$ cat config.mk
export PLATFORM = sky130hd
export DESIGN_NAME = pfd_top
export DESIGN_NICKNAME = d
export VERILOG_FILES = /design/src/design/pll_pkg.sv /design/src/design/phase_if.sv /design/src/design/edge_divider.sv /design/src/design/phase_detector.sv /design/src/design/lock_monitor.sv /design/src/design/loop_drive.sv /design/src/design/pfd_top.sv
export SDC_FILE = /design/constraint.sdc
export NUM_CORES = 1
export LEC_CHECK = 0
export BUFFER_PORTS_ARGS = -buffer_cell sky130_fd_sc_hd__buf_4
export CAP_MARGIN = 20
export CORE_MARGIN = 2
export CORE_UTILIZATION = 50
export CTS_BUF_LIST = sky130_fd_sc_hd__clkbuf_8
export DETAILED_ROUTE_END_ITERATION = 10
export GPL_TIMING_DRIVEN = 0
export PLACE_DENSITY = 0.7
export SLEW_MARGIN = 20
export SYNTH_ARGS = -nofsm -noshare
export SYNTH_HDL_FRONTEND = slang
export SYNTH_SLANG_ARGS = --single-unit
$ cat constraint.sdc
create_clock -name ref_in -period 2.3 [get_ports ref_in]
set_input_delay 0.345 -clock ref_in [delete_from_list [all_inputs] [get_ports ref_in]]
set_output_delay 0.345 -clock ref_in [all_outputs]
set_load 0.05 [all_outputs]
$ cat src/design/pll_pkg.sv
// shared constants for the reference-locked loop front end
// division ratios, lock and watchdog limits
// signed phase error type used by detector, monitor and top
package pll_pkg;

	// both inputs are divided to a common 16 kHz comparison rate
	localparam int ref_div = 625;		// 10 MHz reference strobes per tick
	localparam int vco_div = 768;		// 12.288 MHz VCXO strobes per tick
	localparam int div_cnt_width = 10;	// holds ratio-1 for either divider

	// phase error in ref_in cycles
	localparam int err_width = 16;

	// lock detection
	localparam int lock_window = 4;		// largest |error| still counted as in phase
	localparam int lock_count = 8;		// consecutive in-window comparisons for lock
	localparam int run_width = $clog2(lock_count + 1);	// run counter saturates at lock_count

	// reference watchdog
	localparam int ref_timeout = 2048;	// ref_in cycles with no ref_pulse before loss
	localparam int wd_width = $clog2(ref_timeout);	// counts 0 .. ref_timeout-1

	// positive means the reference edge came first
	typedef logic signed [err_width-1:0] phase_err_t;

endpackage

$ cat src/design/phase_if.sv
// detector to monitor and drive signals
// ticks from the dividers, pump requests and measured phase error
`timescale 1ns/10ps

interface phase_if
	import pll_pkg::*;
();

	logic ref_tick;			// divided reference, one cycle wide
	logic vco_tick;			// divided VCXO, one cycle wide
	logic up;			// pump up request, reference leads
	logic down;			// pump down request, VCXO leads
	phase_err_t phase_err;		// signed cycles between paired ticks
	logic err_valid;		// phase_err is new this cycle

	// phase detector consumes both ticks and produces the rest
	modport det (
		input ref_tick,
		input vco_tick,
		output up,
		output down,
		output phase_err,
		output err_valid
	);

	modport mon (input phase_err, input err_valid);	// lock monitor only looks at errors

	modport drv (input up, input down, input vco_tick);	// vco_tick feeds the hold wave

endinterface

$ cat src/design/edge_divider.sv
// strobe divider
// counts single-cycle input strobes and emits one registered tick
// every ratio strobes
`timescale 1ns/10ps

module edge_divider
	import pll_pkg::*;
#(
	parameter int ratio = ref_div		// strobes per output tick
)
(
	input logic ref_in,
	input logic osc_16k,
	input logic pulse,			// one strobe per input edge
	output logic tick			// one cycle wide, every ratio strobes
);

	logic [div_cnt_width-1:0] cnt;		// strobes seen since the last tick
	logic last_strobe;			// this strobe completes the ratio

	assign last_strobe = pulse && (cnt == div_cnt_width'(ratio - 1));

	always_ff @(posedge ref_in or posedge osc_16k)
	begin
		if (osc_16k)
		begin
			cnt <= '0;
			tick <= 1'b0;
		end
		else
		begin
			tick <= last_strobe;		// registered, so one cycle after the strobe
			if (last_strobe)
			begin
				cnt <= '0;		// wrap for the next period
			end
			else if (pulse)
			begin
				cnt <= cnt + 1'b1;
			end
		end
	end

endmodule

$ cat src/design/phase_detector.sv
// tri-state phase frequency detector
// idle, ref_lead and vco_lead states drive the pump up/down requests
// a lag counter gives the signed phase error when the second tick arrives
`timescale 1ns/10ps

module phase_detector
	import pll_pkg::*;
(
	input logic ref_in,
	input logic osc_16k,
	phase_if.det pif
);

	typedef enum logic [1:0] {
		st_idle,			// waiting for the first tick of a pair
		st_ref_lead,			// reference arrived first, pumping up
		st_vco_lead			// VCXO arrived first, pumping down
	} det_state_t;

	det_state_t state;
	logic [err_width-2:0] cnt;		// cycles since the leading tick, saturates
	phase_err_t lag;			// counter as a positive error

	assign lag = phase_err_t'({1'b0, cnt});

	// pump requests follow the state directly so they rise one cycle after the tick
	assign pif.up = (state == st_ref_lead);
	assign pif.down = (state == st_vco_lead);

	always_ff @(posedge ref_in or posedge osc_16k)
	begin
		if (osc_16k)
		begin
			state <= st_idle;
			cnt <= '0;
			pif.phase_err <= '0;
			pif.err_valid <= 1'b0;
		end
		else
		begin
			pif.err_valid <= 1'b0;		// strobe, default low
			case (state)
				st_idle:
				begin
					if (pif.ref_tick && pif.vco_tick)
					begin
						pif.phase_err <= '0;	// coincident ticks, zero error and no pump
						pif.err_valid <= 1'b1;
					end
					else if (pif.ref_tick)
					begin
						state <= st_ref_lead;
						cnt <= (err_width-1)'(1);
					end
					else if (pif.vco_tick)
					begin
						state <= st_vco_lead;
						cnt <= (err_width-1)'(1);
					end
				end
				st_ref_lead:
				begin
					if (pif.vco_tick)	// lagging edge closes the pair
					begin
						state <= st_idle;
						pif.phase_err <= lag;		// reference led, positive
						pif.err_valid <= 1'b1;
					end
					else if (!(&cnt))
					begin
						cnt <= cnt + 1'b1;	// extra ref ticks are ignored here
					end
				end
				st_vco_lead:
				begin
					if (pif.ref_tick)
					begin
						state <= st_idle;
						pif.phase_err <= -lag;		// VCXO led, negative
						pif.err_valid <= 1'b1;
					end
					else if (!(&cnt))
					begin
						cnt <= cnt + 1'b1;
					end
				end
				default:
				begin
					state <= st_idle;	// unused encoding
				end
			endcase
		end
	end

endmodule

$ cat src/design/lock_monitor.sv
// reference presence watchdog and lock detector
// watchdog is reloaded by every ref_pulse and expires after ref_timeout cycles
// lock needs lock_count consecutive errors within lock_window
`timescale 1ns/10ps

module lock_monitor
	import pll_pkg::*;
(
	input logic ref_in,
	input logic osc_16k,
	input logic ref_pulse,			// raw reference strobe, not divided
	phase_if.mon pif,
	output logic ref_present,		// high while reference strobes keep coming
	output logic locked			// high when the loop is in phase
);

	logic [wd_width-1:0] wd_cnt;		// cycles since the last ref_pulse
	logic wd_expired;
	logic [err_width-1:0] err_mag;		// |phase_err|, unsigned so -32768 fits
	logic in_window;
	logic [run_width-1:0] run_cnt;		// consecutive in-window comparisons
	logic lock_reg;

	assign wd_expired = (wd_cnt == wd_width'(ref_timeout - 1));

	// watchdog
	always_ff @(posedge ref_in or posedge osc_16k)
	begin
		if (osc_16k)
		begin
			wd_cnt <= '0;
			ref_present <= 1'b0;		// absent until the first strobe
		end
		else if (ref_pulse)
		begin
			wd_cnt <= '0;			// reload
			ref_present <= 1'b1;
		end
		else if (wd_expired)
		begin
			ref_present <= 1'b0;		// counter parks here until the next strobe
		end
		else
		begin
			wd_cnt <= wd_cnt + 1'b1;
		end
	end

	assign err_mag = pif.phase_err[err_width-1] ? -pif.phase_err : pif.phase_err;
	assign in_window = (err_mag <= err_width'(lock_window));

	// run counter and lock flag, updated on each comparison
	always_ff @(posedge ref_in or posedge osc_16k)
	begin
		if (osc_16k)
		begin
			run_cnt <= '0;
			lock_reg <= 1'b0;
		end
		else if (!ref_present)
		begin
			run_cnt <= '0;			// start over once the reference returns
			lock_reg <= 1'b0;
		end
		else if (pif.err_valid)
		begin
			if (!in_window)
			begin
				run_cnt <= '0;		// one bad comparison drops lock
				lock_reg <= 1'b0;
			end
			else
			begin
				if (run_cnt != run_width'(lock_count))
				begin
					run_cnt <= run_cnt + 1'b1;	// saturating
				end
				if (run_cnt >= run_width'(lock_count - 1))
				begin
					lock_reg <= 1'b1;	// this error completes the run
				end
			end
		end
	end

	// no lock claimed without a reference, even in the cycle it is lost
	assign locked = lock_reg && ref_present;

endmodule

$ cat src/design/loop_drive.sv
// charge pump output stage
// passes the detector up/down requests while the reference is present,
// otherwise a VCXO derived square wave holds the loop filter at mid-scale
`timescale 1ns/10ps

module loop_drive
(
	input logic ref_in,
	input logic osc_16k,
	input logic ref_present,		// from the lock monitor watchdog
	phase_if.drv pif,
	output logic pump_up,
	output logic pump_dn
);

	logic hold_wave;			// 50% duty, toggles on every VCXO tick
	logic up_sel;
	logic dn_sel;

	always_ff @(posedge ref_in or posedge osc_16k)
	begin
		if (osc_16k)
		begin
			hold_wave <= 1'b0;
		end
		else if (pif.vco_tick)
		begin
			hold_wave <= ~hold_wave;	// free running, ready whenever the reference drops
		end
	end

	// output select
	assign up_sel = ref_present ? pif.up : hold_wave;
	assign dn_sel = ref_present && pif.down;	// down is idle during hold

	// registered so the pump pins never glitch at a mux change
	always_ff @(posedge ref_in or posedge osc_16k)
	begin
		if (osc_16k)
		begin
			pump_up <= 1'b0;
			pump_dn <= 1'b0;
		end
		else
		begin
			pump_up <= up_sel;
			pump_dn <= dn_sel;
		end
	end

endmodule

$ cat src/design/pfd_top.sv
// top of the phase frequency detector front end
// two strobe dividers, detector, lock monitor and pump drive
// joined through one phase_if
`timescale 1ns/10ps

module pfd_top
	import pll_pkg::*;
(
	input logic ref_in,			// system clock
	input logic osc_16k,			// asynchronous reset, active high
	input logic ref_pulse,			// one strobe per reference edge
	input logic vco_pulse,			// one strobe per VCXO edge
	output logic pump_up,
	output logic pump_dn,
	output logic ref_present,
	output logic locked,
	output phase_err_t phase_err,
	output logic err_valid
);

	phase_if pif ();

	// 10 MHz reference down to 16 kHz
	edge_divider #(
		.ratio(ref_div)
	) i_ref_div (
		.ref_in(ref_in),
		.osc_16k(osc_16k),
		.pulse(ref_pulse),
		.tick(pif.ref_tick)
	);

	// 12.288 MHz VCXO down to 16 kHz
	edge_divider #(
		.ratio(vco_div)
	) i_vco_div (
		.ref_in(ref_in),
		.osc_16k(osc_16k),
		.pulse(vco_pulse),
		.tick(pif.vco_tick)
	);

	phase_detector i_det (
		.ref_in(ref_in),
		.osc_16k(osc_16k),
		.pif(pif.det)
	);

	lock_monitor i_mon (
		.ref_in(ref_in),
		.osc_16k(osc_16k),
		.ref_pulse(ref_pulse),		// watchdog sees every edge, not just ticks
		.pif(pif.mon),
		.ref_present(ref_present),
		.locked(locked)
	);

	loop_drive i_drv (
		.ref_in(ref_in),
		.osc_16k(osc_16k),
		.ref_present(ref_present),
		.pif(pif.drv),
		.pump_up(pump_up),
		.pump_dn(pump_dn)
	);

	// measured error straight from the detector
	assign phase_err = pif.phase_err;
	assign err_valid = pif.err_valid;

endmodule

==> impl_results.md, run 1 <==
* Status: finished, final reports clean
* DRT antenna net count at 0
* Global route total overflow at 0
* Async set-or-reset flop fraction in the synthesized netlist at 100%
* Critical Path Source Type: register
* Warnings from Yosys at 0
* XOR/XNOR Fraction of Synth Area at 6.83%
* Setup slack at placement at -83.1 ps
* Number of flip-flops and latches in the synthesized netlist at 76
* Reg clk slew, reported paths at 80 ps
* Clock tree from TritonCTS: done
* Multiplexer fraction of the synthesized cell area at under 10%
* Port-buffer cells at 23
* Max-slew headroom at the worst pin at between 40% and 50%
* Total count of hold-check failures in the final report at 0
* Path category of the worst min-delay check: in2async
* Number of failing setup endpoints in the final timing report at 0
* Post-Synth Adder-Cell Area at around 3.5%
* Unique cell type count in the Yosys netlist at 58
* Critical-path maximum fanout at 7
* Final critical-path setup slack at around 100 ps
* Starting density of the core at about half
* Area inside the core boundary at just over 0.008 mm2
* Area of all placed cells without fillers at 0.00491 mm2
* DRT Wirelength at 8.83 mm
* Static leakage at around 2.3 nW
* Length of the first detailed-routing pass in iterations at 4
* Clock tree skew after final layout at approximately 8.3 ps
* Die X at 96.0 um
* Half-perimeter wire length after detailed placement at around 6.2 mm
* Flip-flop count of the largest register after layout at 16
* Most flop-heavy register: i_det.pif.phase_err
* CTS max path bufs at 2
* Pin slew with the least headroom to its limit at 754 ps
* Standard-cell row count at 33
* Count of pins over their slew limit at 0
* Placed cell areas at 0.00456 mm2
* Clock tree root buffer cell: clkbuf_8
* Leading registers by flop count: i_det.pif.phase_err: 16 flops, i_det.cnt: 15 flops, i_mon.wd_cnt: 11 flops
* Final-layout fill cell count at just over 700
* Multi-input gate area in the final layout at between 0.002 and 0.0025 mm2
* Last weighted congestion value of the routability-driven placer at about 0.94
* Post-synth design cell area at around 0.0042 mm2
* Basic-gate share of the synthesized area counting and, or, nand and nor cells at between 20% and 30%
* Largest net degree at the start of global routing at 42
* Vias in the first global route at between 3000 and 4000
* Element type at the critical path end: register
* Count leader, synth: dfrtp_1
* CP Data Required Time at around 2600 ps
* Number of synthesized flops with an enable pin at 0
* Number of antenna violations at the first check in global routing at 0
* Avg Synthesized Cell Area at approximately 9.1 um2
* Antenna Diode Count at 0
* Iter 0 DRT Violations at 110
* Worst voltage drop across the vdd grid at between 0.0002 and 0.0003 V
* Minimum clock period at ~2200 ps
* Cell count after synthesis at between 400 and 500
* Chip height at 96.0 um
* Cell accounting for the most synthesized area: dfrtp_1
* Number of design rule violations left after detail routing at 0
* Number of buffers created by CTS at 9
* Deepest level of the CTS H-tree at 3
* Most instantiated flip-flop cell in the synthesis netlist: dfrtp_1
* Endpoint arrival time on the critical path at between 2000 and 2500 ps
* Wire length of the first global-routing pass at approximately 15 mm
* Area growth from synthesis to final layout at 16.1%
* Portion of the clock cycle consumed by the worst path in the final layout at 95.6%
* Total via count after detailed routing at between 3000 and 4000
* Combined flip-flop and latch cell area at 0.00190 mm2
* F_max at 455 MHz
* Setup CP Type: reg2reg
* Sequential element share of the synthesized area at around 45%
* Area fraction in compound gates after synthesis at 13.0%
* Clock latency on the worst-skew pair at about 350 ps
* Share of the synthesized area in the top cell type at ~45%
* Post-Route Setup TNS at 0 ps
* Number of nets in the synthesized netlist at around 480
* Boundary Pins at 25
* Net count of the finished layout at 520
* Die area at ~0.0092 mm2
* Count of clock tree sinks at between 70 and 80
* Main combinational cell family by area after synthesis: simple AND/OR/NAND/NOR gates
* Routed WL per cell at 14.4 um
* Global-route usage over all layers at 21.1%
* Number of max-cap violations at 0
* Most frequent cells after synthesis: dfrtp_1 (76), nand2_1 (52), nor2_1 (50)
* Fraction of final layout cells with drive strength greater than 1 at between 10% and 20%
* Dominant cells by area after synthesis: dfrtp_1 (45%), nand2_1 (4.6%), nor2_1 (4.4%), xnor2_1 (4.1%), ha_1 (3.5%)
* Post-detailed-route via-to-cell ratio at approximately 5.6
* P per Cell Area at approximately 560 mW/mm2
* Hold buffers post-CTS at 0
[cell type report]
class | count | share of cell area, %
inverters | 19 | 1.50
multi-input cells | 345 | 46.2
repair buffers | 30 | 4.84
plain buffers | 23 | 2.19
flip-flops and latches | 76 | 38.7
clock inverters | 7 | 1.37
well taps | 105 | 2.67
clock buffers | 9 | 2.52
[report_power, final]
| group | internal (mW) | switching (mW) |
|---|---|---|
| clock network | 0.497 | 0.490 |
| logic | 0.104 | 0.111 |
| registers | 1.43 | 0.114 |
| total | 2.03 | 0.715 |
[stage by stage]
stage / hold slack (ps) / utilization, % / power [mW] / cells
2_1_floorplan: 434 / - / 1.72 / 463
4_1_cts: 8.35 / 58.4 / 2.78 / 611
3_3_place_gp: 448 / 55.2 / 1.77 / 591
3_5_place_dp: 400 / 55.5 / 1.79 / 592
5_1_grt: 35.9 / 59.8 / 2.89 / 614
6_report: 11.0 / 59.8 / 2.75 / 614
[worst max-delay path, cell delays in order, from the launching register on]
cell,delay (ps)
dfrtp_2,430
inv_2,70
ha_4,180
a21o_1,170
a2111o_1,480
a31oi_4,240
nand2_4,100
or3_1,320
a21oi_1,140
[cells in the final DEF, fill, tap and decap left out, drive strengths merged, types with 3 or more instances in the layout]
cell	synthesis	routed
ha	12	12
xor2	13	13
or3	12	12
clkbuf	17	26
a211oi	3	3
nand2b	7	7
xnor2	20	20
nand4b	3	3
a21oi	17	17
nand2	53	53
mux2i	9	9
and2	6	6
nor3b	3	3
a22o	8	8
a21o	9	9
dfrtp	76	76
o22ai	4	4
and3	4	4
nor3	20	20
buf	6	36
o21ai	24	24
inv	19	21
nor4	6	6
nand3	17	17
nand4	13	13
nor2	50	50
[worst paths after layout]
| check | startpoint | to | slack [ps] | cells after the start |
|---|---|---|---|---|
| setup / recovery | i_det.state[1]$_DFFE_PP0P_ | i_det.cnt[9]$_DFFE_PP0P_ | 100 | 8 |
| hold / removal | osc_16k | i_ref_div.cnt[4]$_DFFE_PP0P_ | 10 | 2 |
| setup reg to reg | i_det.state[1]$_DFFE_PP0P_ | i_det.cnt[9]$_DFFE_PP0P_ | 100 | 8 |
| hold reg to reg | i_drv.hold_wave$_DFFE_PP0P_ | i_drv.hold_wave$_DFFE_PP0P_ | 470 | 1 |
| max in group asynchronous | osc_16k | i_det.pif.phase_err[15]$_DFFE_PP0P_ | 1710 | 3 |
| min in group ref_in | vco_pulse | i_vco_div.cnt[0]$_DFFE_PP0P_ | 280 | 2 |
[layer usage]
metal  GRT usage, %  part of all wire [%]  vias to the layer above
li1               -                     -                     1706
met1           29.1                    47                     1669
met2           33.0                    48                       61
met3           3.37                   3.2                       15
met4           9.17                   1.7                        0
met5              0                     0                        -
[logic make-up (layout without fill, tap and decap cells)]
| family | Yosys count | after routing |
|---|---|---|
| adders and majority gates | 12 | 12 |
| muxes | 11 | 11 |
| DFF | 76 | 76 |
| and+or+nand+nor | 205 | 205 |
| buffers and inverters | 42 | 88 |
| xor gates and xnor gates | 33 | 33 |
| AOI/OAI and AO/OA | 84 | 84 |
[repair_timing]
item / in CTS / in global routing
buffers inserted: 3 / 3
hold endpoints to repair: 0 / 0
endpoints found under the setup margin: 13 / 25
gates resized for setup: 5 / 19
pin swaps: 2 / 5
cloned: 0 / 0
Power figures use the tool's default switching activity.
==> run 2: changes to the inputs <==
- ABC_AREA: unset -> 1
==> run 2 against run 1 <==
Wire length grew 17%; worst setup slack improved by 75 ps; final cell count is 22% higher; non-clock buffer count is 20 lower; register-to-register slack gained 70 ps; die area is 7.5% higher; combinational power grew 24%; utilization decreased by 1.5 points; flip-flop and latch count is the same; sequential power is essentially flat; largest cell class unchanged.
==> impl_results.md, run 2 <==
* Status: finished, final reports clean (unchanged)
* Path category of the worst min-delay check: in2async (unchanged)
* Clock tree skew after final layout at 9.33 ps (was 8.34 ps)
* Antenna Diode Count at 0 (unchanged)
* Final core utilization at 58.3% (was 59.8%)
* Most instantiated flip-flop cell in the synthesis netlist: dfrtp_1 (unchanged)
* Number of design rule violations left after detail routing at 0 (unchanged)
* Async set-or-reset flop fraction in the synthesized netlist at 100% (unchanged)
* Clock tree root buffer cell: clkbuf_8 (unchanged)
* Hold buffers post-CTS at 0 (unchanged)
* DR WL met2 at 4.95 mm (was 4.22 mm)
* Share of the synthesized area in the top cell type at 41.7% (was 44.9%)
* Capturing point of the worst reg2reg path: i_det.pif.phase_err[4]$_DFFE_PP0P_ (was i_det.cnt[9]$_DFFE_PP0P_)
* Worst hold slack across all endpoints at 7.48 ps (was 11.0 ps)
* Warnings from Yosys at 0 (unchanged)
* Unique cell type count in the Yosys netlist at 44 (was 58)
* Starting density of the core at 51.8% (was 51.5%)
* Last weighted congestion value of the routability-driven placer at 0.943 (was 0.941)
* Chip height at 99.5 um (was 96.0 um)
* Area inside the core boundary at 0.00881 mm2 (was 0.00822 mm2)
* Number of nets in the synthesized netlist at 620 (was 479)
* F_max at 471 MHz (was 455 MHz)
* Avg Synthesized Cell Area at 7.55 um2 (was 9.14 um2)
* Boundary Pins at 25 (unchanged)
* Largest net degree at the start of global routing at 42 (unchanged)
* Fraction of final layout cells with drive strength greater than 1 at 12.6% (was 16.1%)
* Most common cell after layout, fill and taps aside: nand2_1 (was dfrtp_1)
* Element type at the critical path end: register (unchanged)
* Number of max-cap violations at 0 (unchanged)
* Global-route usage over all layers at 22.9% (was 21.1%)
* Startpoint of the lowest-slack register-to-register path: i_det.state[0]$_DFFE_PP0P_ (was i_det.state[1]$_DFFE_PP0P_)
* Global route total overflow at 0 (unchanged)
* Most frequent cells after synthesis: nand2_1 (130), inv_1 (86), dfrtp_1 (76) (was dfrtp_1 (76), nand2_1 (52), nor2_1 (50))
* Static leakage at 2.58 nW (was 2.30 nW)
* Number of synthesized flops with an enable pin at 0 (unchanged)
* End point of the critical path: i_det.pif.phase_err[4]$_DFFE_PP0P_ (was i_det.cnt[9]$_DFFE_PP0P_)
* Port-buffer cells at 23 (unchanged)
* Iter 0 DRT Violations at 191 (was 110)
* Post-synth design cell area at 0.00456 mm2 (was 0.00423 mm2)
* Count leader, synth: nand2_1 (was dfrtp_1)
* Total via count after detailed routing at 4083 (was 3451)
* Routed WL per cell at 13.7 um (was 14.4 um)
* Total count of hold-check failures in the final report at 0 (unchanged)
* Number of flip-flops and latches in the synthesized netlist at 76 (unchanged)
* Leading registers by flop count: i_det.pif.phase_err: 16 flops, i_det.cnt: 15 flops, i_mon.wd_cnt: 11 flops (unchanged)
* Number of antenna violations at the first check in global routing at 0 (unchanged)
* Critical-path maximum fanout at 10 (was 7)
* Post-Route Setup TNS at 0 ps (unchanged)
* Critical Path Source Type: register (unchanged)
* Internal reg-to-reg setup slack at 180 ps (was 100 ps)
* Wire length of the first global-routing pass at 18.4 mm (was 15.2 mm)
* Max layer used: met4 (unchanged)
* Clock latency on the worst-skew pair at 350 ps (about the same)
* Cell count after synthesis at 604 (was 463)
* DRT Wirelength at 10.3 mm (was 8.83 mm)
* Flip-flop count of the largest register after layout at 16 (unchanged)
* Dominant cells by area after synthesis: dfrtp_1 (42%), nand2_1 (11%), inv_1 (7.1%), nand3_1 (5.7%), o21ai_0 (5.0%) (was dfrtp_1 (45%), nand2_1 (4.6%), nor2_1 (4.4%), xnor2_1 (4.1%), ha_1 (3.5%))
* Count of clock tree sinks at 76 (unchanged)
* DRT antenna net count at 0 (unchanged)
* Most flop-heavy register: i_det.pif.phase_err (unchanged)
* Endpoint arrival time on the critical path at 2340 ps (was 2470 ps)
* Portion of the clock cycle consumed by the worst path in the final layout at 92.3% (was 95.6%)
* Clock tree from TritonCTS: done (unchanged)
* Net count of the finished layout at 655 (was 520)
* Worst setup path startpoint: i_det.state[0]$_DFFE_PP0P_ (was i_det.state[1]$_DFFE_PP0P_)
* Sequential element share of the synthesized area at 41.7% (was 44.9%)
* Routed length on met3 at 362 um (was 286 um)
* Deepest level of the CTS H-tree at 3 (unchanged)
* Post-detailed-route via-to-cell ratio at 5.44 (was 5.62)
* Vias in the first global route at 4098 (was 3300)
* Logic depth of the worst register-to-register path at 10 (was 8)
* Worst voltage drop across the vdd grid at 0.000418 V (was 0.000286 V)
* Max-slew headroom at the worst pin at 59.1% (was 49.6%)
* Number of buffers created by CTS at 9 (unchanged)
* Count of pins over their slew limit at 0 (unchanged)
* Die X at 99.5 um (was 96.0 um)
* Length of the first detailed-routing pass in iterations at 5 (was 4)
* Pin slew with the least headroom to its limit at 611 ps (was 754 ps)
* Area growth from synthesis to final layout at 12.4% (was 16.1%)
* Setup CP Type: reg2reg (unchanged)
* CTS max path bufs at 2 (unchanged)
* Standard-cell row count at 34 (was 33)
* Cell accounting for the most synthesized area: dfrtp_1 (unchanged)
* Most used cells in the layout excluding fill and tap cells: nand2_1 (130), inv_1 (85), dfrtp_1 (76) (was dfrtp_1 (75), nand2_1 (52), nor2_1 (50))
* Reg clk slew, reported paths at 80 ps (about the same)
* Met1 layer wirelength in the final routing at 4.75 mm (was 4.17 mm)
* Minimum clock period at 2120 ps (was 2200 ps)
* Die area at 0.00991 mm2 (was 0.00922 mm2)
* CP Data Required Time at 2520 ps (was 2570 ps)
* Setup repair after global routing missed its margin: no
* P per Cell Area at 566 mW/mm2 (was 559 mW/mm2)
* Half-perimeter wire length after detailed placement at 7.81 mm (was 6.21 mm)
* Number of failing setup endpoints in the final timing report at 0 (unchanged)
[run 2: how the worst min path moves through the flow]
stage / start / to / slack (ps)
after floorplan: i_drv.hold_wave$_DFFE_PP0P_ / i_drv.hold_wave$_DFFE_PP0P_ / 440
after global placement: i_drv.hold_wave$_DFFE_PP0P_ / i_drv.hold_wave$_DFFE_PP0P_ / 450
after detailed placement: osc_16k / i_ref_div.cnt[0]$_DFFE_PP0P_ / 400
after CTS: osc_16k / i_mon.wd_cnt[8]$_DFFE_PP0P_ / 20
after global routing: osc_16k / i_mon.wd_cnt[8]$_DFFE_PP0P_ / 40
final: osc_16k / i_mon.wd_cnt[8]$_DFFE_PP0P_ / 7
[run 2: layout make-up]
type | count | area (um2)
Sequential cell | 76 | 1900
Tap cell | 108 | 135
Fill cell | 860 | 3670
Clock inverter | 6 | 88.8
Buffer | 9 | 48.8
Inverter | 94 | 355
Timing Repair Buffer | 24 | 193
Multi-Input combinational cell | 425 | 2280
Clock buffer | 9 | 124
[run 2: worst max-delay path, cell delays in order, from the launching register on]
cell	delay, ps
dfrtp_1	420
inv_1	90
ha_1	280
inv_1	150
o22ai_1	310
nor2_4	100
inv_1	160
nor2_4	60
buf_4	180
nand3_1	110
o21ai_0	100
[run 2: what timing repair did]
item	in CTS	in global routing
setup buffers	0	0
gates resized for setup	0	5
setup endpoints to repair	0	13
[run 2: kinds of logic (layout without fill, tap and decap cells)]
logic type                 after synthesis  in the layout  share of synthesized area (%)
adders and majority gates               12             12                           3.29
and+or+nand+nor                        297            297                           30.6
buffers and inverters                  103            142                           8.80
AOI/OAI and AO/OA                       99             99                           12.4
DFF                                     76             76                           41.7
xor gates and xnor gates                17             17                           3.26
[run 2: power by group]
| group | switching (mW) | internal, mW | leakage, nW | total (mW) |
|---|---|---|---|---|
| sequential | 0.0981 | 1.44 | 1.02 | 1.53 |
| combinational | 0.154 | 0.112 | 1.46 | 0.266 |
| clock | 0.500 | 0.606 | 0.102 | 1.11 |
| total | 0.752 | 2.15 | 2.58 | 2.91 |
[run 2: metrics by stage]
step	total power, mW	setup WS [ps]	instances	cell area (um2)
floorplan	1.75	16.7	604	4560
global placement	1.80	-927	735	4870
detailed placement	1.83	86.2	736	4890
CTS	2.93	58.0	751	5110
global route	3.05	13.5	751	5130
finish	2.91	176	751	5130
[run 2: metal layers]
layer / global-route usage [%] / vias up
met1: 29.9 / 1908
li1: - / 2057
met2: 38.0 / 92
met5: 0 / -
met4: 8.11 / 0
met3: 4.36 / 26
==> run 3: changes to the inputs <==
- SYNTH_HIERARCHICAL: unset -> 1
==> run 3 against run 2 <==
Die area up 11%; maximum frequency up 12%; flip-flop and latch count stayed put; wire length is 5.5% higher; final area increased by 9.1%; synthesized cell count increased by 21%; highest routed layer unchanged.
==> impl_results.md, run 3 <==
* Most frequent cells after synthesis: nand2_1 (239), inv_1 (103), dfrtp_1 (76) (was nand2_1 (130), inv_1 (86), dfrtp_1 (76))
* Number of synthesized flops with an enable pin at 0 (unchanged)
* Most flop-heavy register: i_det/pif.phase_err (was i_det.pif.phase_err)
* Most common cell after layout, fill and taps aside: nand2_1 (unchanged)
* Portion of the clock cycle consumed by the worst path in the final layout at 82.6% (was 92.3%)
* Iter 0 DRT Violations at 282 (was 191)
* Pin slew with the least headroom to its limit at 714 ps (was 611 ps)
* Most prevalent standard cell on the critical path: nand2_1 (was inv_1)
* Internal power contribution at 1.98 mW (was 2.15 mW)
* Worst hold slack across all endpoints at 241 ps (was 7.48 ps)
* Setup CP Type: reg2reg (unchanged)
* Chip height at 105 um (was 99.5 um)
* Endpoint arrival time on the critical path at 2190 ps (was 2340 ps)
* Basic-gate share of the synthesized area counting and, or, nand and nor cells at 38.8% (was 30.6%)
* Fraction of final layout cells with drive strength greater than 1 at 15.0% (was 12.6%)
* Post-synth design cell area at 0.00507 mm2 (was 0.00456 mm2)
* Wire length of the first global-routing pass at 19.0 mm (was 18.4 mm)
* Count of clock tree sinks at 76 (unchanged)
* Internal reg-to-reg setup slack at 400 ps (was 180 ps)
* Half-perimeter wire length after detailed placement at 8.32 mm (was 7.81 mm)
* CP Data Required Time at 2590 ps (was 2520 ps)
* Setup repair after global routing missed its margin: no (unchanged)
* Number of flip-flops and latches in the synthesized netlist at 76 (unchanged)
* Number of buffers created by CTS at 9 (unchanged)
* Startpoint of the lowest-slack register-to-register path: i_det/state[0]$_DFFE_PP0P_ (was i_det.state[0]$_DFFE_PP0P_)
* Critical Path Source Type: register (unchanged)
* Sequential element share of the synthesized area at 37.5% (was 41.7%)
* Static leakage at 3.03 nW (was 2.58 nW)
* Multiplexer fraction of the synthesized cell area at 0% (unchanged)
* Slowest cell on the critical path: dfrtp_1 (unchanged)
* Count of pins over their slew limit at 0 (unchanged)
* Dominant cells by area after synthesis: dfrtp_1 (37%), nand2_1 (18%), inv_1 (7.6%), nand3_1 (6.6%), nor2_1 (4.9%) (was dfrtp_1 (42%), nand2_1 (11%), inv_1 (7.1%), nand3_1 (5.7%), o21ai_0 (5.0%))
* Deepest level of the CTS H-tree at 3 (unchanged)
* Total count of hold-check failures in the final report at 0 (unchanged)
* Post-Route Setup TNS at 0 ps (unchanged)
* Most instantiated flip-flop cell in the synthesis netlist: dfrtp_1 (unchanged)
* Seq pwr share at 55.2% (was 52.8%)
* Net count of the finished layout at 780 (was 655)
* Net switching power at 0.873 mW (was 0.752 mW)
* Async set-or-reset flop fraction in the synthesized netlist at 100% (unchanged)
* Status: finished, final reports clean (unchanged)
* XOR/XNOR Fraction of Synth Area at 3.80% (was 3.26%)
* CTS max path bufs at 2 (unchanged)
* Resized cells post-CTS at 0 (unchanged)
* Start point of the worst min-delay path: ref_pulse
* Total via count after detailed routing at 4542 (was 4083)
* Cell count after synthesis at 728 (was 604)
* Most used cells in the layout excluding fill and tap cells: nand2_1 (239), inv_1 (103), dfrtp_1 (76) (was nand2_1 (130), inv_1 (85), dfrtp_1 (76))
* Number of antenna violations at the first check in global routing at 0 (unchanged)
* Flip-flop count of the largest register after layout at 16 (unchanged)
* Count leader, synth: nand2_1 (unchanged)
* End point of the most critical hold path: i_mon/wd_cnt[10]$_DFFE_PP0P_
* Global route total overflow at 0 (unchanged)
* Max-slew headroom at the worst pin at 52.3% (was 59.1%)
* Capturing point of the worst reg2reg path: i_det/cnt[9]$_DFFE_PP0P_ (was i_det.pif.phase_err[4]$_DFFE_PP0P_)
* Worst Hold Path Cells at 2
* Post-Synth Adder-Cell Area at 2.96% (was 3.29%)
* Post-CTS setup-driven buffer insertion count at 0 (unchanged)
* Post-detailed-route via-to-cell ratio at 5.04 (was 5.44)
* Clock tree root buffer cell: clkbuf_8 (unchanged)
* Worst setup path startpoint: i_det/state[0]$_DFFE_PP0P_ (was i_det.state[0]$_DFFE_PP0P_)
* Leading registers by flop count: i_det/pif.phase_err: 16 flops, i_det/cnt: 15 flops, i_mon/wd_cnt: 11 flops (was i_det.pif.phase_err: 16 flops, i_det.cnt: 15 flops, i_mon.wd_cnt: 11 flops)
* Share of the synthesized area in the top cell type at 37.5% (was 41.7%)
* Longest individual stage delay on the worst path at 380 ps (was 420 ps)
* Hold buffers post-CTS at 1 (was 0)
* Vias in the first global route at 4240 (was 4098)
* DRT antenna net count at 0 (unchanged)
* Clock latency on the worst-skew pair at 350 ps (about the same)
* Critical-path maximum fanout at 10 (unchanged)
* Antenna Diode Count at 0 (unchanged)
* Logic depth of the worst register-to-register path at 11 (was 10)
* P per Cell Area at 510 mW/mm2 (was 566 mW/mm2)
* Clock tree from TritonCTS: done (unchanged)
* Die area at 0.0110 mm2 (was 0.00991 mm2)
* Number of max-cap violations at 0 (unchanged)
* Area inside the core boundary at 0.00982 mm2 (was 0.00881 mm2)
* Routed WL per cell at 12.1 um (was 13.7 um)
* Number of failing setup endpoints in the final timing report at 0 (unchanged)
* DRT Wirelength at 10.9 mm (was 10.3 mm)
* Last weighted congestion value of the routability-driven placer at 0.872 (was 0.943)
* Area growth from synthesis to final layout at 10.4% (was 12.4%)
* Cells traversed along the worst timing path: inv_1 > ha_1 > buf_4 > inv_1 > nand2_1 > nand2_1 > nor2_4 > nand3_4 > inv_2 > nand2_1 > nand2_1 (was inv_1 > ha_1 > inv_1 > o22ai_1 > nor2_4 > inv_1 > nor2_4 > buf_4 > nand3_1 > o21ai_0)
* Reg clk slew, reported paths at 90 ps (was 80 ps)
* Main combinational cell family by area after synthesis: simple AND/OR/NAND/NOR gates (unchanged)
* Standard-cell row count at 36 (was 34)
* Switching power as a share of total power at 30.6% (was 25.9%)
* Clock tree skew after final layout at 14.5 ps (was 9.33 ps)
* Unique cell type count in the Yosys netlist at 38 (was 44)
* Avg Synthesized Cell Area at 6.97 um2 (was 7.55 um2)
* F_max at 526 MHz (was 471 MHz)
* Final core utilization at 57.0% (was 58.3%)
* Minimum clock period at 1900 ps (was 2120 ps)
* Comb power frac at 13.6% (was 9.2%)
* Number of design rule violations left after detail routing at 0 (unchanged)
* Die X at 105 um (was 99.5 um)
* Boundary Pins at 25 (unchanged)
* Warnings from Yosys at 6 (was 0)
* Port-buffer cells at 24 (was 23)
* Path category of the worst min-delay check: in2reg (was in2async)
* Cell accounting for the most synthesized area: dfrtp_1 (unchanged)
* Clock power share at 31.1% (was 38.1%)
* Global-route usage over all layers at 20.9% (was 22.9%)
* Starting density of the core at 51.7% (was 51.8%)
* Area fraction in compound gates after synthesis at 6.43% (was 12.4%)
* Largest net degree at the start of global routing at 35 (was 42)
* Element type at the critical path end: register (unchanged)
* Number of nets in the synthesized netlist at 744 (was 620)
* Length of the first detailed-routing pass in iterations at 5 (unchanged)
* Worst voltage drop across the vdd grid at 0.000500 V (was 0.000418 V)
## run 3: changes by cell type after synthesis, moves of 8 or more
| cell | delta |
|---|---|
| inv_1 | +17 |
| nor2_2 | +9 |
| a21oi_1 | -8 |
| o21ai_0 | -28 |
| nand3_1 | +15 |
| nor2_1 | +15 |
| nand2_1 | +109 |
| nor3_1 | -15 |
| o21ai_1 | +8 |
## run 3: how the worst max path moves through the flow
stage          depth (start not counted)  slack [ps]                      endpoint
6_report                              11         400      i_det/cnt[9]$_DFFE_PP0P_
5_1_grt                               11         230     i_det/cnt[12]$_DFFE_PP0P_
4_1_cts                               11         380      i_det/cnt[9]$_DFFE_PP0P_
3_5_place_dp                          11         410      i_det/cnt[9]$_DFFE_PP0P_
3_3_place_gp                          11         460     i_det/cnt[10]$_DFFE_PP0P_
2_1_floorplan                          8         510  i_mon/run_cnt[3]$_DFFE_PP0P_
## run 3: critical path, delay by kind of cell (launching register included)
kind,cells,cell delay [ps]
simple gates,6,700
fa+ha+maj,1,280
flops,1,380
buf+inv,4,470
## run 3: logic make-up after synthesis
kind of cell | Yosys count
flip-flops | 76
adder cells (fa/ha/maj) | 12
buffers and inverters | 130
AO/OA/AOI/OAI | 57
AND/OR/NAND/NOR | 431
XOR/XNOR | 22
## run 3: layout make-up
type                            count  area (um2)
Sequential cell                    76        1900
Buffer                             16         109
Inverter                          114         428
Fill cell                         951        4220
Timing Repair Buffer               25         190
Multi-Input combinational cell    522        2640
Clock buffer                        9         124
Clock inverter                      7        45.0
Tap cell                          133         166
## run 3: per-stage QoR
stage               std cells  worst slack [ps]  instance area [um2]  total power [mW]
global route              902               232                 5600              3.02
finish                    902               399                 5600              2.85
CTS                       902               385                 5600              2.89
floorplan                 728               512                 5070              1.89
global placement          885               458                 5420              1.97
detailed placement        885               413                 5420              1.99
## run 3: routing by layer
metal,track usage (%),vias to the layer above,share of wire [%]
met5,0,-,0
met4,7.14,0,1.4
met3,3.68,10,3.8
met2,33.6,79,47
met1,28.6,2126,48
li1,-,2327,-
## run 3: power by group through the flow
stage                     registers (mW)  clock network [mW]  logic, mW
after detailed placement            1.60                   0      0.390
after floorplan                     1.57                   0      0.317
after global placement              1.60                   0      0.370
final                               1.58               0.889      0.389
after CTS                           1.58               0.920      0.394
after global routing                1.59               0.969      0.456
